[src/squeeze_macros.svh]
`ifndef SQUEEZE_MACROS_SVH
`define SQUEEZE_MACROS_SVH

// MAC lanes working side by side on the shared pixel stream
`define SQ_DSP_NO 8

// Input feature map channels
`define SQ_CHIN 16

// Square kernel side
`define SQ_KERNEL_DIM 3

// Products summed per output pixel of one lane
`define SQ_TAPS (`SQ_KERNEL_DIM * `SQ_KERNEL_DIM * `SQ_CHIN)

// Output map side, WOUT squared outputs per layer
`define SQ_WOUT 4

// Pixel and weight width
`define SQ_WIDTH 16

// Fixed point shift applied at requantization
`define SQ_QSHIFT 14

`endif
[src/squeeze_pkg.sv]
`include "squeeze_macros.svh"

package squeeze_pkg;

	//////////////////////////////////////////////////////////////////////
	// Scalar types
	//////////////////////////////////////////////////////////////////////

	// Signed pixel or weight
	typedef logic signed [`SQ_WIDTH-1:0] pix_t;

	// Signed accumulator, twice the pixel width
	typedef logic signed [2*`SQ_WIDTH-1:0] acc_t;

	// Tap index inside one window
	typedef logic [$clog2(`SQ_TAPS)-1:0] tap_t;

	// Finished output count, one spare bit so the full count fits
	typedef logic [$clog2(`SQ_WOUT*`SQ_WOUT):0] out_idx_t;

	// Output buffer address
	typedef logic [$clog2(`SQ_WOUT*`SQ_WOUT)-1:0] buf_addr_t;

	//////////////////////////////////////////////////////////////////////
	// Lane bundles
	//////////////////////////////////////////////////////////////////////

	// One pixel per lane, used for weights and outputs
	typedef struct packed {
		pix_t [`SQ_DSP_NO-1:0] lane;
	} lane_pix_t;

	// One accumulator per lane, used for sums and biases
	typedef struct packed {
		acc_t [`SQ_DSP_NO-1:0] lane;
	} lane_acc_t;

	// Layer controller states
	typedef enum logic [1:0] {
		idle,
		run,
		done
	} layer_state_t;

endpackage

[src/squeeze_ofm_buffer.sv]
`timescale 1ns/1ns
`include "squeeze_macros.svh"

module squeeze_ofm_buffer (
	input  logic                   clk,
	input  logic                   reset,
	input  logic                   wr_en,
	input  squeeze_pkg::lane_pix_t wr_data,
	input  logic                   rd_en,
	input  squeeze_pkg::buf_addr_t rd_addr,
	output squeeze_pkg::lane_pix_t rd_data,
	output logic                   ram_feedback
);
	import squeeze_pkg::*;

	// One bundle per output pixel
	lane_pix_t mem [`SQ_WOUT*`SQ_WOUT];

	buf_addr_t wr_ptr;
	logic rd_seen;

	//////////////////////////////////////////////////////////////////////
	// Write side
	//////////////////////////////////////////////////////////////////////

	// Storage
	always_ff @(posedge clk) begin
		if (wr_en) mem[wr_ptr] <= wr_data;
	end

	// Next free slot, steps once per sample
	always_ff @(posedge clk) begin
		if (reset) begin
			wr_ptr <= '0;
		end else if (wr_en) begin
			wr_ptr <= wr_ptr + 1'b1;
		end
	end

	//////////////////////////////////////////////////////////////////////
	// Read side and feedback
	//////////////////////////////////////////////////////////////////////

	// Data one cycle after rd_en
	always_ff @(posedge clk) begin
		if (rd_en) rd_data <= mem[rd_addr];
	end

	// Single pulse on the first read since reset
	always_ff @(posedge clk) begin
		if (reset) begin
			rd_seen      <= 1'b0;
			ram_feedback <= 1'b0;
		end else begin
			ram_feedback <= rd_en && !rd_seen;
			if (rd_en) rd_seen <= 1'b1;
		end
	end

endmodule

[config.mk]
export PLATFORM = sky130hd
export DESIGN_NAME = squeeze_ofm_buffer
export DESIGN_NICKNAME = d
export VERILOG_FILES = /design/src/squeeze_pkg.sv /design/src/squeeze_ofm_buffer.sv
export VERILOG_INCLUDE_DIRS = /design/src
export SDC_FILE = /design/constraint.sdc
export NUM_CORES = 2
export LEC_CHECK = 0
export ABC_AREA = 1
export BUFFER_PORTS_ARGS = -buffer_cell sky130_fd_sc_hd__buf_2
export CAP_MARGIN = 20
export CORE_MARGIN = 2
export CORE_UTILIZATION = 32
export CTS_CLUSTER_SIZE = 8
export DETAILED_ROUTE_END_ITERATION = 10
export SLEW_MARGIN = 40
export SYNTH_ARGS = -nofsm -noshare
export SYNTH_HDL_FRONTEND = slang
export SYNTH_SLANG_ARGS = --single-unit
[constraint.sdc]
create_clock -name clk -period 7.5 [get_ports clk]
set_input_delay 0.75 -clock clk [delete_from_list [all_inputs] [get_ports clk]]
set_output_delay 0.75 -clock clk [all_outputs]
set_load 0.005 [all_outputs]
==> key figures <==
Route
  • Pre-Repair DR Iteration Count: 6
  • Post-Route WL: 248000 µm
  • Avg Vias per Cell: 4.834
  • Remaining DRCs: 0
  • WL per Instance: 21.21 µm
  • DRC marker count from the first detailed-route iteration: 5434
  • Detail Route Antenna Nets: 0
  • Total number of vias: 56533

Synth
  • Post-Syn Area per Cell: 11.55 µm²
  • Post-synth top cells: 2814 x nand2_1, 2176 x edfxtp_1, 1472 x nand3_1
  • Simple-Gate Fraction of Synth Area: 20.42%
  • Mapped cell area: 0.08864 mm²
  • Top cell type's share of synthesized area: 73.72%
  • Post-synth cell types: 20
  • Primary FF master, synth: edfxtp_1
  • Main combinational cell family by area after synthesis: simple AND/OR/NAND/NOR gates
  • Count leader, synth: nand2_1
  • Post-synthesis async set-or-reset flop share: 0%
  • Synth Area in Compound Gates: 0.01976%
  • Yosys top cell by area: edfxtp_1
  • Syn Nets: 7817
  • Post-Synth Adder-Cell Area: 0.05646%
  • YS warnings: 0
  • XOR/XNOR Fraction of Synth Area: 0.009881%
  • Post-synthesis mux area share: 0%
  • FF+latch count, synth: 2182
  • Register area share after synthesis: 73.85%
  • Number of flops mapped to enable cells by yosys: 2176
  • Top post-synthesis cells by area: edfxtp_1 74%, nand2_1 12%, nand3_1 8.3%, inv_1 3.1%, buf_2 1.3%
  • Post-synthesis cell count: 7677

Floorplanning
  • Row Count: 193
  • Chip height: 530.3 µm
  • Die Span X: 530.3 µm
  • CORE AREA: 0.2760 mm²
  • Ports: 265
  • Initial Util: 32.11%
  • Die area: 0.2812 mm²

Global routing
  • Gr busiest metal: met2
  • Largest net degree at the start of global routing: 176
  • Initial antenna violation count: 83
  • GRT Total Usage: 17.44%
  • Gr ovfl total: 0
  • Met2 Track Usage GR: 29.29%
  • Grt met1 use: 22.38%
  • First-pass GRT wire length: 366400 µm
  • Vias in the first global route: 56405
  • Routing usage on met3: 3.521%

Clock network
  • Clock tree root buffer cell: clkbuf_16
  • Post-CTS sizing: 0
  • CTS tree: done
  • Hold buffers post-CTS: 0
  • Worst skew pair latency: 0.93 ns
  • H-tree lvl count: 5
  • Clock transition at path regs: 0.05 ns
  • Cts bufs inserted: 323
  • Clk buf depth: 4
  • # clock sinks: 2182
  • Postcts setup bufs: 0

Placed design
  • PortBufs: 264
  • Placed Cells: 11317
  • GPL Wtd Cong: 0.7391
  • DP Wirelength: 122200 µm

Min path
  • Hold Crit Endpoint: rd_seen
  • Hold path depth: 2
  • Hold path startpoint: reset
  • Min-delay worst type: primary input to register

Timing
  • Crit path time final: 3.255 ns
  • Max Slew Vio Count: 0
  • Skew final: 0.06305 ns
  • Max_slew headroom: 34.44%
  • Fmax: 307.2 MHz
  • Fin crit share: 43.40%
  • Worst Max-Slew Pin Slew: 0.9834 ns
  • Sum Neg Setup Slack: 0 ns
  • Final Setup Violations: 0
  • RSZ-0062 raised after global routing: false
  • Final Hold Viols: 0

Setup path
  • R2R depth: 6
  • Worst reg2reg setup slack: 4.24 ns
  • Crit. Startpoint: wr_ptr[1]
  • Worst setup SP type: register
  • Crit-path max FO: 32
  • Worst r2r dst: mem[9][109]
  • Critical path class: register to register
  • Crit end category: register
  • WP data arrival: 3.76 ns
  • Critical R2R Launch: wr_ptr[1]
  • Worst endpoint required time: 8.00 ns

Outcome
  • Status: complete, no violations

Finish
  • Final Instance Count excl. Fillers: 11694
  • Area grow syn2layout: 15.65%
  • Nets: 8084
  • Layout cell share with drive strength beyond 1: 9.224%

Power
  • IR drop worst, VDD: 0.2036 mV
  • Static Leakage: 39.85 nW
  • Pwr/cell area: 268.9 mW/mm²

Flow run
  • Max_cap viols: 0
## registers in the layout, indices dropped and copies added (netlist names)
register and flops:
wr_ptr 4, ram_feedback 1, rd_data 128, rd_seen 1, mem 2048
## final cells by class
class	instances	area (µm²)
fill	26231	173500
sequential	2182	65460
multi-input combinational	4330	18300
clock buffer	336	8153
tap	3705	4636
timing repair buffer	368	2908
inverter	739	2823
clock inverter	13	177.7
antenna	21	52.55
## routing by layer
layer	vias to the layer above	wire (µm)
met1	27707	104000
li1	26251	-
met5	-	301
met2	1981	119200
met4	52	7241
met3	542	17380
## how the worst max path moves through the flow
stage / endpoint / slack [ns] / cells after the start
global placement: rd_data[99] / 3.61 / 8
detailed placement: rd_data[18] / 3.71 / 8
floorplan: mem[11][0] / 0.39 / 3
global route: mem[9][109] / 4.11 / 6
finish: mem[9][109] / 4.24 / 6
CTS: mem[9][109] / 4.19 / 6
## stage by stage
step | cell area (µm²) | hold slack [ns] | total power (W) | setup WS [ns] | utilization, %
2_1_floorplan | 88640 | 0.3958 | 0.01476 | 0.3924 | -
3_3_place_gp | 93470 | 0.4108 | 0.01536 | 3.608 | 33.86
3_5_place_dp | 93950 | 0.4233 | 0.01539 | 3.707 | 34.04
4_1_cts | 102300 | 0.05199 | 0.02784 | 4.191 | 37.06
5_1_grt | 102500 | 0.07600 | 0.02846 | 4.112 | 37.13
6_report | 102500 | 0.1096 | 0.02756 | 4.245 | 37.14
## report_power, final
group	internal (W)	switching (W)	leakage (nW)
logic	0.000370	0.00105	15.9
registers	0.0137	0.0000806	19.8
clock network	0.00760	0.00481	4.09
total	0.0216	0.00593	39.9
## worst max-delay path, cell delays in order (launching register included)
cell and delay (ns):
dfxtp_1 0.32, inv_1 0.11, ha_1 0.16, nand2_1 0.24, nor2_4 0.51, buf_4 0.74
buf_4 0.68
## kinds of logic (layout without fill, tap and decap cells)
kind of cell | count (synthesis) | in the layout
and+or+nand+nor | 4322 | 4322
DFF | 2182 | 2182
buffers and inverters | 1165 | 1456
adders and majority gates | 4 | 4
AOI/OAI and AO/OA | 3 | 3
xor gates and xnor gates | 1 | 1
other | 0 | 21
## cells in the final DEF (no fill, tap or decap)
master,count
o21a_1,1
buf_16,15
buf_2,259
clkbuf_16,325
nor3_1,1
buf_8,7
buf_12,29
diode_2,21
inv_8,1
buf_4,41
xor2_1,1
inv_12,2
a21oi_1,2
buf_6,16
bufinv_16,1
inv_16,2
inv_6,7
or2_2,11
inv_1,735
nand2_1,2814
nor3b_1,2
nor2_1,6
edfxtp_1,2176
dfxtp_1,6
clkinv_1,1
clkbuf_1,12
nand3_1,1472
ha_1,4
clkinv_8,2
nor2_4,16
clkinv_16,1
(Power assumes the default switching activity.)
